<file path="src/logic/rv_params.svh">
// RV64I front end parameters.
// Datapath widths, instruction buffer depth and the boot address.

`ifndef RV_PARAMS_SVH
`define RV_PARAMS_SVH

// data and pc width.
`define RV_XLEN        64
// raw instruction width.
`define RV_ILEN        32
// register index width.
`define RV_RIDX        5
// instruction buffer entries and the initial credit count.
`define RV_FIFO_DEPTH  4
// first fetch address.
`define RV_RESET_PC    64'h0000_0000_8000_0000

`endif

</file>
<file path="src/logic/rv_pkg.sv">
// RV64I front end types.
// Shared vectors and enums for fetch, buffer and decode.

`include "rv_params.svh"

package rv_pkg;

  typedef logic [`RV_XLEN-1:0] xlen_t;
  typedef logic [`RV_ILEN-1:0] inst_t;
  typedef logic [`RV_RIDX-1:0] ridx_t;

  // counts 0 through the buffer depth.
  typedef logic [$clog2(`RV_FIFO_DEPTH + 1)-1:0] credit_t;

  // instruction format.
  typedef enum logic [2:0] {
    TYPE_NONE, TYPE_R, TYPE_I, TYPE_S, TYPE_B, TYPE_U, TYPE_J
  } inst_type_e;

  // operation class.
  typedef enum logic [4:0] {
    OP_ILLEGAL, OP_ALU_REG, OP_ALU_IMM, OP_ALU_REG_W, OP_ALU_IMM_W,
    OP_LUI, OP_AUIPC, OP_JAL, OP_JALR, OP_BRANCH, OP_LOAD, OP_STORE
  } inst_op_e;

  typedef enum logic {
    FETCH_IDLE,
    FETCH_WAIT_RESP
  } fetch_state_e;

endpackage

</file>
<file path="src/logic/inst_decoder.sv">
// RV64I instruction decoder.
// Classifies the opcode, builds the immediate and selects the operands.

`timescale 1ns/1ps
`include "rv_params.svh"

module inst_decoder
  import rv_pkg::*;
(
  input  logic        i_ena,
  input  inst_t       i_inst,
  input  xlen_t       i_pc,
  input  xlen_t       i_rs1_data,
  input  xlen_t       i_rs2_data,
  output inst_type_e  o_inst_type,
  output inst_op_e    o_inst_op,
  output logic        o_rs1_ren,
  output ridx_t       o_rs1,
  output logic        o_rs2_ren,
  output ridx_t       o_rs2,
  output ridx_t       o_rd,
  output logic        o_rd_wen,
  output xlen_t       o_op1,
  output xlen_t       o_op2,
  output xlen_t       o_op3
);

  localparam logic [6:0] OPC_LUI    = 7'b0110111;
  localparam logic [6:0] OPC_AUIPC  = 7'b0010111;
  localparam logic [6:0] OPC_JAL    = 7'b1101111;
  localparam logic [6:0] OPC_JALR   = 7'b1100111;
  localparam logic [6:0] OPC_BRANCH = 7'b1100011;
  localparam logic [6:0] OPC_LOAD   = 7'b0000011;
  localparam logic [6:0] OPC_STORE  = 7'b0100011;
  localparam logic [6:0] OPC_IMM    = 7'b0010011;
  localparam logic [6:0] OPC_IMM_W  = 7'b0011011;
  localparam logic [6:0] OPC_REG    = 7'b0110011;
  localparam logic [6:0] OPC_REG_W  = 7'b0111011;

  logic [6:0] opcode;
  logic [2:0] funct3;
  logic [6:0] funct7;
  logic       f7_base;
  logic       f7_alt;
  logic       f3_alt_ok;
  logic       imm_ok;
  logic       imm_w_ok;
  logic       reg_w_ok;
  xlen_t      imm;

  assign opcode    = i_inst[6:0];
  assign funct3    = i_inst[14:12];
  assign funct7    = i_inst[31:25];
  assign f7_base   = (funct7 == 7'b0000000);
  assign f7_alt    = (funct7 == 7'b0100000);
  // sub/sra and their word forms.
  assign f3_alt_ok = (funct3 == 3'b000) || (funct3 == 3'b101);

  // 64-bit shifts use a 6-bit shamt.
  assign imm_ok   = (funct3 == 3'b001) ? (i_inst[31:26] == 6'b000000) :
                    (funct3 == 3'b101) ? (i_inst[31:26] == 6'b000000 ||
                                          i_inst[31:26] == 6'b010000) : 1'b1;
  assign imm_w_ok = (funct3 == 3'b000) || (funct3 == 3'b001 && f7_base) ||
                    (funct3 == 3'b101 && (f7_base || f7_alt));
  assign reg_w_ok = (funct3 == 3'b000 || funct3 == 3'b001 || funct3 == 3'b101) &&
                    (f7_base || (f7_alt && f3_alt_ok));

  // ---------------------------------------------------------------------------
  // operation class.
  always_comb begin
    o_inst_op = OP_ILLEGAL;
    if (i_ena) begin
      case (opcode)
        OPC_LUI:    o_inst_op = OP_LUI;
        OPC_AUIPC:  o_inst_op = OP_AUIPC;
        OPC_JAL:    o_inst_op = OP_JAL;
        OPC_JALR:   o_inst_op = (funct3 == 3'b000) ? OP_JALR : OP_ILLEGAL;
        OPC_BRANCH: o_inst_op = (funct3[2:1] != 2'b01) ? OP_BRANCH : OP_ILLEGAL;
        OPC_LOAD:   o_inst_op = (funct3 != 3'b111) ? OP_LOAD : OP_ILLEGAL;
        OPC_STORE:  o_inst_op = (funct3[2] == 1'b0) ? OP_STORE : OP_ILLEGAL;
        OPC_IMM:    o_inst_op = imm_ok ? OP_ALU_IMM : OP_ILLEGAL;
        OPC_IMM_W:  o_inst_op = imm_w_ok ? OP_ALU_IMM_W : OP_ILLEGAL;
        OPC_REG:    o_inst_op = (f7_base || (f7_alt && f3_alt_ok)) ? OP_ALU_REG : OP_ILLEGAL;
        OPC_REG_W:  o_inst_op = reg_w_ok ? OP_ALU_REG_W : OP_ILLEGAL;
        default:    o_inst_op = OP_ILLEGAL;
      endcase
    end
  end

  // format and register usage follow from the class.
  always_comb begin
    case (o_inst_op)
      OP_ALU_REG, OP_ALU_REG_W:        o_inst_type = TYPE_R;
      OP_ALU_IMM, OP_ALU_IMM_W,
      OP_JALR, OP_LOAD:                o_inst_type = TYPE_I;
      OP_STORE:                        o_inst_type = TYPE_S;
      OP_BRANCH:                       o_inst_type = TYPE_B;
      OP_LUI, OP_AUIPC:                o_inst_type = TYPE_U;
      OP_JAL:                          o_inst_type = TYPE_J;
      default:                         o_inst_type = TYPE_NONE;
    endcase
  end

  assign o_rs1_ren = !(o_inst_op inside {OP_ILLEGAL, OP_LUI, OP_AUIPC, OP_JAL});
  assign o_rs2_ren = (o_inst_type inside {TYPE_R, TYPE_S, TYPE_B});
  assign o_rd_wen  = !(o_inst_type inside {TYPE_NONE, TYPE_S, TYPE_B});

  assign o_rs1 = o_rs1_ren ? i_inst[19:15] : '0;
  assign o_rs2 = o_rs2_ren ? i_inst[24:20] : '0;
  assign o_rd  = o_rd_wen ? i_inst[11:7] : '0;

  // ---------------------------------------------------------------------------
  // sign-extended immediate.
  always_comb begin
    case (o_inst_type)
      TYPE_I:  imm = {{(`RV_XLEN-12){i_inst[31]}}, i_inst[31:20]};
      TYPE_S:  imm = {{(`RV_XLEN-12){i_inst[31]}}, i_inst[31:25], i_inst[11:7]};
      TYPE_B:  imm = {{(`RV_XLEN-13){i_inst[31]}}, i_inst[31], i_inst[7],
                      i_inst[30:25], i_inst[11:8], 1'b0};
      TYPE_U:  imm = {{(`RV_XLEN-32){i_inst[31]}}, i_inst[31:12], 12'b0};
      TYPE_J:  imm = {{(`RV_XLEN-21){i_inst[31]}}, i_inst[31], i_inst[19:12],
                      i_inst[20], i_inst[30:21], 1'b0};
      default: imm = '0;
    endcase
  end

  always_comb begin
    case (o_inst_op)
      OP_ILLEGAL, OP_LUI: o_op1 = '0;
      OP_AUIPC, OP_JAL:   o_op1 = i_pc;
      default:            o_op1 = i_rs1_data;
    endcase
  end

  assign o_op2 = o_rs2_ren ? i_rs2_data : imm;

  always_comb begin
    case (o_inst_op)
      OP_STORE, OP_BRANCH: o_op3 = imm;
      OP_JAL, OP_JALR:     o_op3 = i_pc + xlen_t'(4);
      default:             o_op3 = '0;
    endcase
  end

endmodule

</file>
<file path="src/logic/id_stage.sv">
// Instruction decode stage.
// Holds one popped word and offers its decode on a valid/ack handshake.

`timescale 1ns/1ps

module id_stage
  import rv_pkg::*;
(
  input  logic        clk,
  input  logic        rst,
  input  logic        i_not_empty,
  input  xlen_t       i_head_pc,
  input  inst_t       i_head_inst,
  output logic        o_pop,
  input  xlen_t       i_rs1_data,
  input  xlen_t       i_rs2_data,
  output ridx_t       o_rs1,
  output ridx_t       o_rs2,
  input  logic        i_dec_ack,
  output logic        o_dec_valid,
  output xlen_t       o_dec_pc,
  output inst_t       o_dec_inst,
  output logic        o_rs1_ren,
  output logic        o_rs2_ren,
  output ridx_t       o_rd,
  output logic        o_rd_wen,
  output inst_type_e  o_inst_type,
  output inst_op_e    o_inst_op,
  output xlen_t       o_op1,
  output xlen_t       o_op2,
  output xlen_t       o_op3
);

  logic  held;
  logic  transfer;
  xlen_t pc_q;
  inst_t inst_q;

  assign transfer = held && i_dec_ack;

  // refill when empty or while the held word leaves.
  assign o_pop = i_not_empty && (!held || transfer);

  assign o_dec_valid = held;
  assign o_dec_pc    = held ? pc_q : '0;
  assign o_dec_inst  = held ? inst_q : '0;

  always_ff @(posedge clk) begin
    if (rst) begin
      held <= 1'b0;
    end else if (o_pop) begin
      held <= 1'b1;
    end else if (transfer) begin
      held <= 1'b0;
    end
  end

  always_ff @(posedge clk) begin
    if (o_pop) begin
      pc_q   <= i_head_pc;
      inst_q <= i_head_inst;
    end
  end

  inst_decoder u_dec (
    .i_ena       (held),
    .i_inst      (inst_q),
    .i_pc        (pc_q),
    .i_rs1_data  (i_rs1_data),
    .i_rs2_data  (i_rs2_data),
    .o_inst_type (o_inst_type),
    .o_inst_op   (o_inst_op),
    .o_rs1_ren   (o_rs1_ren),
    .o_rs1       (o_rs1),
    .o_rs2_ren   (o_rs2_ren),
    .o_rs2       (o_rs2),
    .o_rd        (o_rd),
    .o_rd_wen    (o_rd_wen),
    .o_op1       (o_op1),
    .o_op2       (o_op2),
    .o_op3       (o_op3)
  );

  // op1 and op2 follow the register file, so they are left out here.
  a_hold_stable: assert property (@(posedge clk) disable iff (rst)
    o_dec_valid && !i_dec_ack |=> o_dec_valid && $stable(o_dec_pc) &&
    $stable(o_dec_inst) && $stable(o_inst_op) && $stable(o_rd) && $stable(o_op3));

endmodule

</file>
<file path="config.mk">
export PLATFORM = sky130hd
export DESIGN_NAME = id_stage
export DESIGN_NICKNAME = d
export VERILOG_FILES = /design/src/logic/rv_pkg.sv /design/src/logic/inst_decoder.sv /design/src/logic/id_stage.sv
export VERILOG_INCLUDE_DIRS = /design/src /design/src/logic
export SDC_FILE = /design/constraint.sdc
export NUM_CORES = 1
export LEC_CHECK = 0
export BUFFER_PORTS_ARGS = -buffer_cell sky130_fd_sc_hd__buf_2
export CAP_MARGIN = 20
export CORE_AREA = 2 2 213 215
export DETAILED_ROUTE_END_ITERATION = 10
export DIE_AREA = 0 0 215 217
export HOLD_SLACK_MARGIN = 0.03
export PLACE_DENSITY = 0.4
export SLEW_MARGIN = 20
export SYNTH_ARGS = -nofsm -noshare
export SYNTH_HDL_FRONTEND = slang
export SYNTH_HIERARCHICAL = 1
export SYNTH_SLANG_ARGS = --single-unit
</file>
<file path="constraint.sdc">
create_clock -name clk -period 4.46 [get_ports clk]
set_input_delay 0.669 -clock clk [delete_from_list [all_inputs] [get_ports clk]]
set_output_delay 0.669 -clock clk [all_outputs]
set_load 0.01 [all_outputs]
</file>
==> impl_metrics.json, run 1 <==
{
  "synthesis.area_um2": 7730,
  "violations": "setup timing",
  "postRouteAntennaNets": 0,
  "seqPwrFrac_pct": 47.0,
  "cpMaxStageDelayCell": "or4_4",
  "status": "finished, violations left",
  "cp-end-kind": "primary output",
  "critPathTopFamily": "compound AO/OA/AOI/OAI gates",
  "cts.root.buffer_cell": "clkbuf_16",
  "tightest_slew_ns": 0.906,
  "io_buffer_count": 542,
  "synthTopCellsByArea": "edfxtp_1 (37%), a22o_1 (9.4%), and2_1 (9.4%)",
  "timing.hold.ws_ns": 0.444,
  "nets": 1671,
  "ios": 544,
  "via_count": 9266,
  "wl_per_cell_um": 22.2,
  "finalWirelength_um": 45500,
  "max_stage_delay_ns": 0.59,
  "drt_iter0_drc": 555,
  "globalplace.congestion": 0.825,
  "grt_overflow_total": 0,
  "placed_cell_area_um2": 11700,
  "first_pass_iters": 5,
  "path_class": "reg -> out",
  "vias_per_cell": 4.53,
  "critPathBufInv": 3,
  "start_kind": "register",
  "grt_pass1_wl_um": 60800,
  "core_area_um2": 44700,
  "p_sw_uw": 723,
  "die_h_um": 217,
  "synth_edf_count": 96,
  "grt_max_degree": 102,
  "async_flop_share_pct": 0,
  "hpwl_um": 34600,
  "drc": 0,
  "synthTopCellsByCount": "and2_1 (116), edfxtp_1 (96), a22o_1 (83)",
  "num_rows": 78,
  "cp.arrival_ns": 4.21,
  "slew_headroom_pct": 39.6,
  "ys_ff_latch": 97,
  "clk_pin_slew_ns": 0.08,
  "p_total_mw": 2.48,
  "power-per-cell-area_nw_per_um2": 189,
  "synth_most_common_cell": "and2_1",
  "synth_nets": 1054,
  "antenna_found_initial": 5,
  "crit_path_cell_trace": "or4_4 > nor3_2 > nor4_1 > or3_1 > o31ai_2 > nand3_1 > a31o_4 > ha_4 > buf_4 > a211oi_4 > a211o_1 > a211oi_4 > a21o_4 > buf_12 > a221o_1 > buf_2",
  "pwr-share-comb_pct": 15.9,
  "cts_tree": "done",
  "worstPathRequired_ns": 3.79,
  "clock_latency_ns": 0.39,
  "grt_usage_pct": 17.9,
  "setup_ws_ns": -0.422,
  "min_path_type": "in -> reg",
  "rsz0062_at_grt": "true",
  "yosysTopAreaCell": "edfxtp_1",
  "setup_viol": 208,
  "final_max_slew_viol_count": 0,
  "ys_types": 71,
  "syn2layout_area_growth_pct": 69.8,
  "irDropWorstVdd_uv": 165,
  "netlist_instances": 820,
  "cts_buffers": 9,
  "ys.flop_type": "edfxtp_1",
  "yosys_warnings": 6,
  "holdBufCountCts": 0,
  "start_util_pct": 17.3,
  "hold_viol_final": 0,
  "finalInstanceArea_um2": 13100,
  "stdcell_count": 2045,
  "clkPwrFrac_pct": 37.1,
  "swShare_pct": 29.2,
  "skew_ns": 0.0115,
  "p_leak_nw": 6.57,
  "finalCriticalPeriod_ns": 4.88,
  "die_area_um2": 46700,
  "grt_pass1_vias": 8825,
  "finalCritPeriodShare_pct": 109,
  "syn_avg_cell_area_um2": 9.43,
  "yosysTopAreaCellShare_pct": 37.3,
  "placed_cells": 1992,
  "maxCapViolCount": 0,
  "max_freq_mhz": 205,
  "htreeDepth": 3,
  "cts_sinks": 97,
  "die_x_um": 215,
  "place_ws_ns": -0.499,
  "internal_power_mw": 1.75,
  "critPathMaxFanout": 13,
  "clock_path_buffers": 2,
  "drive_gt1_share_pct": 53.9,
  "yosysSeqAreaShare_pct": 37.6,
  "timing.critical_path.mode_cell": "a211oi_4"
}
routing by layer:
metal | up-vias | wire length [um] | GRT usage [%]
met4 | 4 | 1110 | 5.54
met5 | - | 22 | 0
li1 | 4325 | - | -
met2 | 440 | 23400 | 32.5
met3 | 47 | 3300 | 4.82
met1 | 4450 | 17600 | 20.4
power by group through the flow:
stage                     registers [mW]  logic (mW)  clock network [mW]
after detailed placement            1.19       0.386                   0
after CTS                           1.17       0.394               0.967
final                               1.16       0.394               0.919
after global placement              1.19       0.385                   0
after global routing                1.18       0.430               0.989
after floorplan                     1.14       0.162                   0
worst paths after layout:
check                            from                       end  slack (ns)  cells after the start
min reg2reg  o_dec_valid$_SDFFE_PP0P_  o_dec_valid$_SDFFE_PP0P_        1.13                      3
min                               rst  o_dec_valid$_SDFFE_PP0P_        0.44                      2
max reg2reg  o_dec_valid$_SDFFE_PP0P_        pc_q[20]$_DFFE_PP_        1.93                      4
max              inst_q[27]$_DFFE_PP_                 o_op2[21]       -0.42                     16
kinds of logic after synthesis:
group	share of synthesized area [%]
AOI/OAI and AO/OA	26.1
xor gates and xnor gates	7.03
adders and majority gates	0.971
buffers and inverters	5.73
DFF	37.6
muxes	0.421
other	0.0485
and+or+nand+nor	22.2
what timing repair did:
| action | in CTS | in global routing |
|---|---|---|
| setup buffers | 11 | 12 |
| gates cloned | 5 | 8 |
| pin swaps | 16 | 19 |
| resized for setup | 103 | 78 |
| endpoints found under the setup margin | 212 | 211 |
| hold endpoints to repair | 0 | 0 |
cells in the final DEF (no fill, tap or decap), types with 13 or more instances in the layout:
cell type	n
nand3_1	31
edfxtp_1	96
buf_4	84
xor2_1	42
clkbuf_16	15
nand2_1	38
nand4_1	18
a211o_1	13
a21o_1	34
and2_1	110
buf_6	41
buf_2	524
a22o_1	82
nor2_1	32
o21ai_2	28
xnor2_1	20
o21ai_0	13
inv_1	21
flip-flops by register name, summed over array words and instances (netlist names):
signal	flops
pc_q	64
inst_q	32
o_dec_valid	1
metrics by stage:
step                utilization [%]  TNS, ns
finish                         29.4   -51.39
global route                   29.3   -83.71
CTS                            28.1   -60.03
detailed placement             26.2   -28.67
global placement               26.2   -42.35
floorplan                         -        0
layout make-up:
class | count | area (um2)
diodes | 3 | 7.51
clock buffers | 9 | 225
clock inverters | 7 | 100
fillers | 4867 | 31600
inverters | 24 | 93.8
multi-input cells | 634 | 4840
flip-flops and latches | 97 | 2910
well taps | 600 | 751
repair buffers | 671 | 4190
No activity file was read; power rests on OpenSTA's default activity.
==> run 2: changes to the inputs <==
==> constraint.sdc (replaced) <==
create_clock -name clk -period 4.46 [get_ports clk]
set_input_delay 0.223 -clock clk [delete_from_list [all_inputs] [get_ports clk]]
set_output_delay 0.223 -clock clk [all_outputs]
set_load 0.02 [all_outputs]
==> impl_metrics.json, run 2 (synthesis results as in run 1) <==
{
  "max_freq_mhz": 225,
  "die_x_um": 215,
  "nets": 1725,
  "status": "complete, no violations",
  "fill_cells": 4777,
  "top_register": "pc_q",
  "cts.root.buffer_cell": "clkbuf_16",
  "p_total_mw": 2.50,
  "globalplace.congestion": 0.828,
  "ff2ff_path_depth": 4,
  "grt_usage_pct": 17.8,
  "timing.critical_path.mode_cell": "buf_12",
  "grt_pass1_vias": 9042,
  "cts_buffers": 9,
  "finalCritPeriodShare_pct": 99.7,
  "clk_pin_slew_ns": 0.08,
  "drive_gt1_share_pct": 46.9,
  "cts_tree": "done",
  "tightest_slew_ns": 0.797,
  "final_max_slew_viol_count": 0,
  "clock_path_buffers": 2,
  "grt_pass1_wl_um": 61300,
  "die_area_um2": 46700,
  "first_pass_iters": 5,
  "hold_viol_final": 0,
  "ios": 544,
  "critPathTopFamily": "compound AO/OA/AOI/OAI gates",
  "hpwl_um": 33900,
  "final_cell_mix": "buf_2 (456), and2_1 (113), edfxtp_1 (96)",
  "cp.arrival_ns": 4.23,
  "holdPathEnd": "o_dec_valid$_SDFFE_PP0P_",
  "holdCritStartpoint": "i_not_empty",
  "start_util_pct": 17.3,
  "num_rows": 78,
  "syn2layout_area_growth_pct": 78.7,
  "critPathMaxFanout": 6,
  "wl_per_cell_um": 21.6,
  "finalWirelength_um": 45400,
  "drt_iter0_drc": 428,
  "irDropWorstVdd_uv": 187,
  "grt_overflow_total": 0,
  "io_buffer_count": 542,
  "cpMaxStageDelayCell": "or4_4",
  "skew_ns": 0.0153,
  "maxCapViolCount": 0,
  "htreeDepth": 3,
  "r2r-end": "inst_q[25]$_DFFE_PP_",
  "die_h_um": 217,
  "slew_headroom_pct": 46.9,
  "rrSetupSlack_ns": 2.02,
  "core_area_um2": 44700,
  "fin_util_pct": 30.9,
  "postRouteAntennaNets": 0,
  "vias_per_cell": 4.54,
  "min_path_type": "in -> reg",
  "max_stage_delay_ns": 0.60,
  "antenna_found_initial": 5,
  "setup_viol": 0,
  "setup_ws_ns": 0.0117,
  "reg2reg_from": "o_dec_valid$_SDFFE_PP0P_",
  "critPathBufInv": 4,
  "cp-end-kind": "primary output",
  "via_count": 9521,
  "p_leak_nw": 6.69,
  "rsz0062_at_grt": "true",
  "path_class": "reg -> out",
  "worstPathRequired_ns": 4.24,
  "cp-startpoint": "inst_q[27]$_DFFE_PP_",
  "finalCriticalPeriod_ns": 4.45,
  "cts_sinks": 97,
  "clock_latency_ns": 0.39,
  "largest_reg_flops": 64,
  "mostFrequentLayoutCell": "buf_2",
  "drc": 0,
  "power-per-cell-area_nw_per_um2": 181,
  "start_kind": "register",
  "grt_max_degree": 64,
  "place_ws_ns": 0.0595,
  "whs_path_depth": 3,
  "crit_path_cell_trace": "or4_4 > nor3_4 > nor4_1 > or3_1 > o31ai_2 > nand3_1 > a31o_4 > ha_4 > a21boi_1 > o31a_1 > a21boi_4 > buf_12 > o21a_4 > buf_12 > clkbuf_16 > a21o_1 > buf_6"
}
run 2: cell count changes in the layout (fill, tap and decap cells not counted), sizes merged:
cell,before,now
diode,3,2
clkbuf,15,17
inv,26,25
buf,665,624
bufinv,2,1
dlygate4sd3,0,93
clkinv,1,3
run 2: how the worst max path moves through the flow:
stage	to	cells past startpoint
finish	o_op2[52]	17
global placement	o_rd[1]	18
detailed placement	o_rd[1]	15
global route	o_op2[15]	18
floorplan	o_op3[1]	16
CTS	o_op3[30]	15
run 2: final cells by class:
| cell class | instances | area [um2] | area share [%] |
|---|---|---|---|
| timing repair buffer | 725 | 5120 | 37.1 |
| multi-input combinational | 634 | 4630 | 33.6 |
| sequential | 97 | 2910 | 21.0 |
| tap | 600 | 751 | 5.44 |
| clock buffer | 9 | 225 | 1.63 |
| inverter | 24 | 96.3 | 0.698 |
| clock inverter | 7 | 67.6 | 0.489 |
| antenna | 2 | 5.00 | 0.0362 |
run 2: metal layers:
layer	up-vias	GRT usage [%]	routed length [um]
met3	39	4.11	2780
li1	4420	-	-
met5	-	0	27
met2	475	33.0	24100
met1	4583	20.7	17700
met4	4	4.07	756
run 2: power breakdown:
group / internal, mW / switching, mW
registers: 1.07 / 0.108
clock network: 0.435 / 0.405
logic: 0.236 / 0.245
total: 1.74 / 0.758
run 2: stage by stage:
stage	setup TNS, ns	std cells	hold WS, ns	cell area [um2]
after floorplan	0	820	0.292	7730
after global placement	0	1946	0.374	11400
after detailed placement	0	1946	0.376	11400
after CTS	-0.00260	2067	0.0349	12900
after global routing	-8.88	2098	0.0404	13800
final	0	2098	0.0622	13800
run 2: worst min-delay path, cell delays in order:
cell and delay (ns):
buf_2 0.10, inv_1 0.04, a21oi_1 0.05
run 2: timing repair:
action,4_1_cts,5_1_grt
gates resized for setup,34,177
gates cloned,3,10
pin swaps,8,21
hold buffers,93,0
endpoints found under the hold margin,93,0
setup buffers,9,19
setup endpoints to repair,140,196
==> run 3: changes to the inputs <==
--- a/config.mk
+++ b/config.mk
@@ -6,13 +6,14 @@
 export SDC_FILE = /design/constraint.sdc
 export NUM_CORES = 1
 export LEC_CHECK = 0
+export ABC_AREA = 1
 export BUFFER_PORTS_ARGS = -buffer_cell sky130_fd_sc_hd__buf_2
 export CAP_MARGIN = 20
-export CORE_AREA = 2 2 213 215
+export CORE_AREA = 2 2 210 212
 export DETAILED_ROUTE_END_ITERATION = 10
-export DIE_AREA = 0 0 215 217
+export DIE_AREA = 0 0 212 214
 export HOLD_SLACK_MARGIN = 0.03
-export PLACE_DENSITY = 0.4
+export PLACE_DENSITY = 0.43
 export SLEW_MARGIN = 20
 export SYNTH_ARGS = -nofsm -noshare
 export SYNTH_HDL_FRONTEND = slang
==> impl_metrics.json, run 3 <==
{
  "grt_usage_pct": 21.5,
  "timing.setup.tns_ns": 0,
  "grt_overflow_total": 0,
  "netlist_instances": 1317,
  "start_kind": "register",
  "max_stage_delay_ns": 0.48,
  "syn_avg_cell_area_um2": 6.38,
  "critPathTopFamily": "compound AO/OA/AOI/OAI gates",
  "via_count": 11000,
  "drive_gt1_share_pct": 31.8,
  "finalInstanceArea_um2": 13100,
  "num_rows": 76,
  "first_pass_iters": 5,
  "final_cell_mix": "buf_2 (541), nand2_1 (486), inv_1 (220)",
  "die_h_um": 214,
  "htreeDepth": 3,
  "maxCapViolCount": 0,
  "slew_headroom_pct": 36.7,
  "cts_sinks": 97,
  "grt_pass1_wl_um": 71200,
  "critPathMaxFanout": 8,
  "final_max_slew_viol_count": 0,
  "ys.flop_type": "edfxtp_1",
  "skew_ns": 0.00879,
  "path_class": "reg -> out",
  "place_ws_ns": 0.304,
  "yosysTopAreaCellShare_pct": 34.3,
  "yosys_warnings": 6,
  "synth_most_common_cell": "nand2_1",
  "worstPathRequired_ns": 4.24,
  "synthTopCellsByCount": "nand2_1 (489), inv_1 (221), nor2_1 (109)",
  "ys_types": 45,
  "critPathBufInv": 4,
  "cpMaxStageDelayCell": "edfxtp_1",
  "async_flop_share_pct": 0,
  "yosysSeqAreaShare_pct": 34.6,
  "synthTopCellsByArea": "edfxtp_1 (34%), nand2_1 (22%), inv_1 (9.9%)",
  "cts_tree": "done",
  "core_area_um2": 42900,
  "globalplace.congestion": 0.898,
  "min_path_type": "in -> reg",
  "die_area_um2": 45400,
  "ys_ff_latch": 97,
  "status": "complete, no violations",
  "ios": 544,
  "mostFrequentLayoutCell": "buf_2",
  "grt_max_degree": 91,
  "power-per-cell-area_nw_per_um2": 198,
  "synthesis.area_um2": 8400,
  "drc": 0,
  "p_total_mw": 2.58,
  "clock_path_buffers": 2,
  "p_leak_nw": 7.71,
  "finalCriticalPeriod_ns": 4.12,
  "placed_cell_area_um2": 11700,
  "wl_per_cell_um": 19.8,
  "max_freq_mhz": 243,
  "rsz0062_at_grt": "false",
  "finalWirelength_um": 49900,
  "cts.root.buffer_cell": "clkbuf_16",
  "largest_reg_flops": 64,
  "cp.arrival_ns": 3.89,
  "drt_iter0_drc": 642,
  "antenna_found_initial": 2,
  "cts_buffers": 9,
  "yosysTopAreaCell": "edfxtp_1",
  "setup_ws_ns": 0.344,
  "top_register": "pc_q",
  "grt_pass1_vias": 10800,
  "syn2layout_area_growth_pct": 55.4,
  "postRouteAntennaNets": 0,
  "clock_latency_ns": 0.40,
  "cp-end-kind": "primary output",
  "hpwl_um": 40700,
  "synth_nets": 1551,
  "fill_cells": 4864,
  "die_x_um": 212,
  "start_util_pct": 19.6,
  "hold_viol_final": 0,
  "crit_path_cell_trace": "inv_1 > nand3b_1 > nor4_1 > a31o_2 > o21ai_1 > ha_1 > o21ai_4 > inv_4 > nor2_4 > nand2_1 > buf_4 > o21ai_1 > nand2_1 > o21ai_0 > buf_4",
  "io_buffer_count": 542,
  "clk_pin_slew_ns": 0.08,
  "setup_viol": 0,
  "synth_edf_count": 96,
  "finalCritPeriodShare_pct": 92.3,
  "irDropWorstVdd_uv": 260,
  "tightest_slew_ns": 0.940,
  "nets": 2169,
  "vias_per_cell": 4.35
}
## run 3: cell count changes in the layout (fill, tap and decap cells not counted), sizes merged, moves of 58 or more
| cell | change |
|---|---|
| and2 | -117 |
| o21ai | +58 |
| a22o | -72 |
| nor2 | +76 |
| inv | +204 |
| nand2 | +458 |
| buf | -61 |
## run 3: final timing paths
check                        endpoint                startpoint  cells past startpoint  slack [ns]
max                         o_op3[25]       inst_q[6]$_DFFE_PP_                     15        0.34
min reg2reg  o_dec_valid$_SDFFE_PP0P_  o_dec_valid$_SDFFE_PP0P_                      4        1.42
max reg2reg        pc_q[59]$_DFFE_PP_  o_dec_valid$_SDFFE_PP0P_                      4        1.88
min          o_dec_valid$_SDFFE_PP0P_                 i_dec_ack                      4        0.12
## run 3: routing by layer
metal | routed length [um] | vias up | GRT usage [%]
met5 | 0 | - | 0
met4 | 786 | 0 | 4.86
met3 | 2820 | 37 | 3.69
met2 | 23800 | 447 | 36.8
met1 | 22600 | 5107 | 28.2
li1 | - | 5390 | -
## run 3: cell type report
type	instances	area, um2	share of cell area, %
repair buffers	660	3880	29.8
inverters	228	861	6.60
clock buffers	9	225	1.73
clock inverters	7	75.1	0.575
well taps	585	732	5.61
flip-flops and latches	97	2910	22.3
multi-input cells	939	4360	33.4
diodes	1	2.50	0.0192
## run 3: what timing repair did
item	CTS	global route
setup buffers	0	1
endpoints found under the hold margin	97	0
hold buffers	97	0
cloned	0	0
resized for setup	2	10
setup endpoints to repair	4	176
## run 3: power by group
| group | internal (mW) | switching (mW) | total, mW |
|---|---|---|---|
| Clock | 0.397 | 0.444 | 0.841 |
| Combinational | 0.231 | 0.360 | 0.591 |
| Sequential | 1.07 | 0.0775 | 1.15 |
| Total | 1.70 | 0.882 | 2.58 |
## run 3: stage by stage
step,utilization (%),hold WS [ns],instances
2_1_floorplan,-,0.292,1317
3_3_place_gp,27.4,0.390,2411
3_5_place_dp,27.4,0.399,2411
4_1_cts,30.4,0.0820,2524
5_1_grt,30.4,0.135,2525
6_report,30.4,0.118,2526
## run 3: kinds of logic after synthesis
family,after synthesis,share of synthesized area (%)
AOI/OAI and AO/OA,157,10.6
other,1,0.0447
and+or+nand+nor,750,37.0
buffers and inverters,281,14.2
DFF,97,34.6
adders and majority gates,6,0.894
xor gates and xnor gates,25,2.61
## run 3: tightest hold or removal path: stages
cell and delay, ns:
buf_2 0.08, inv_1 0.06, nand2_1 0.06, a21oi_1 0.06
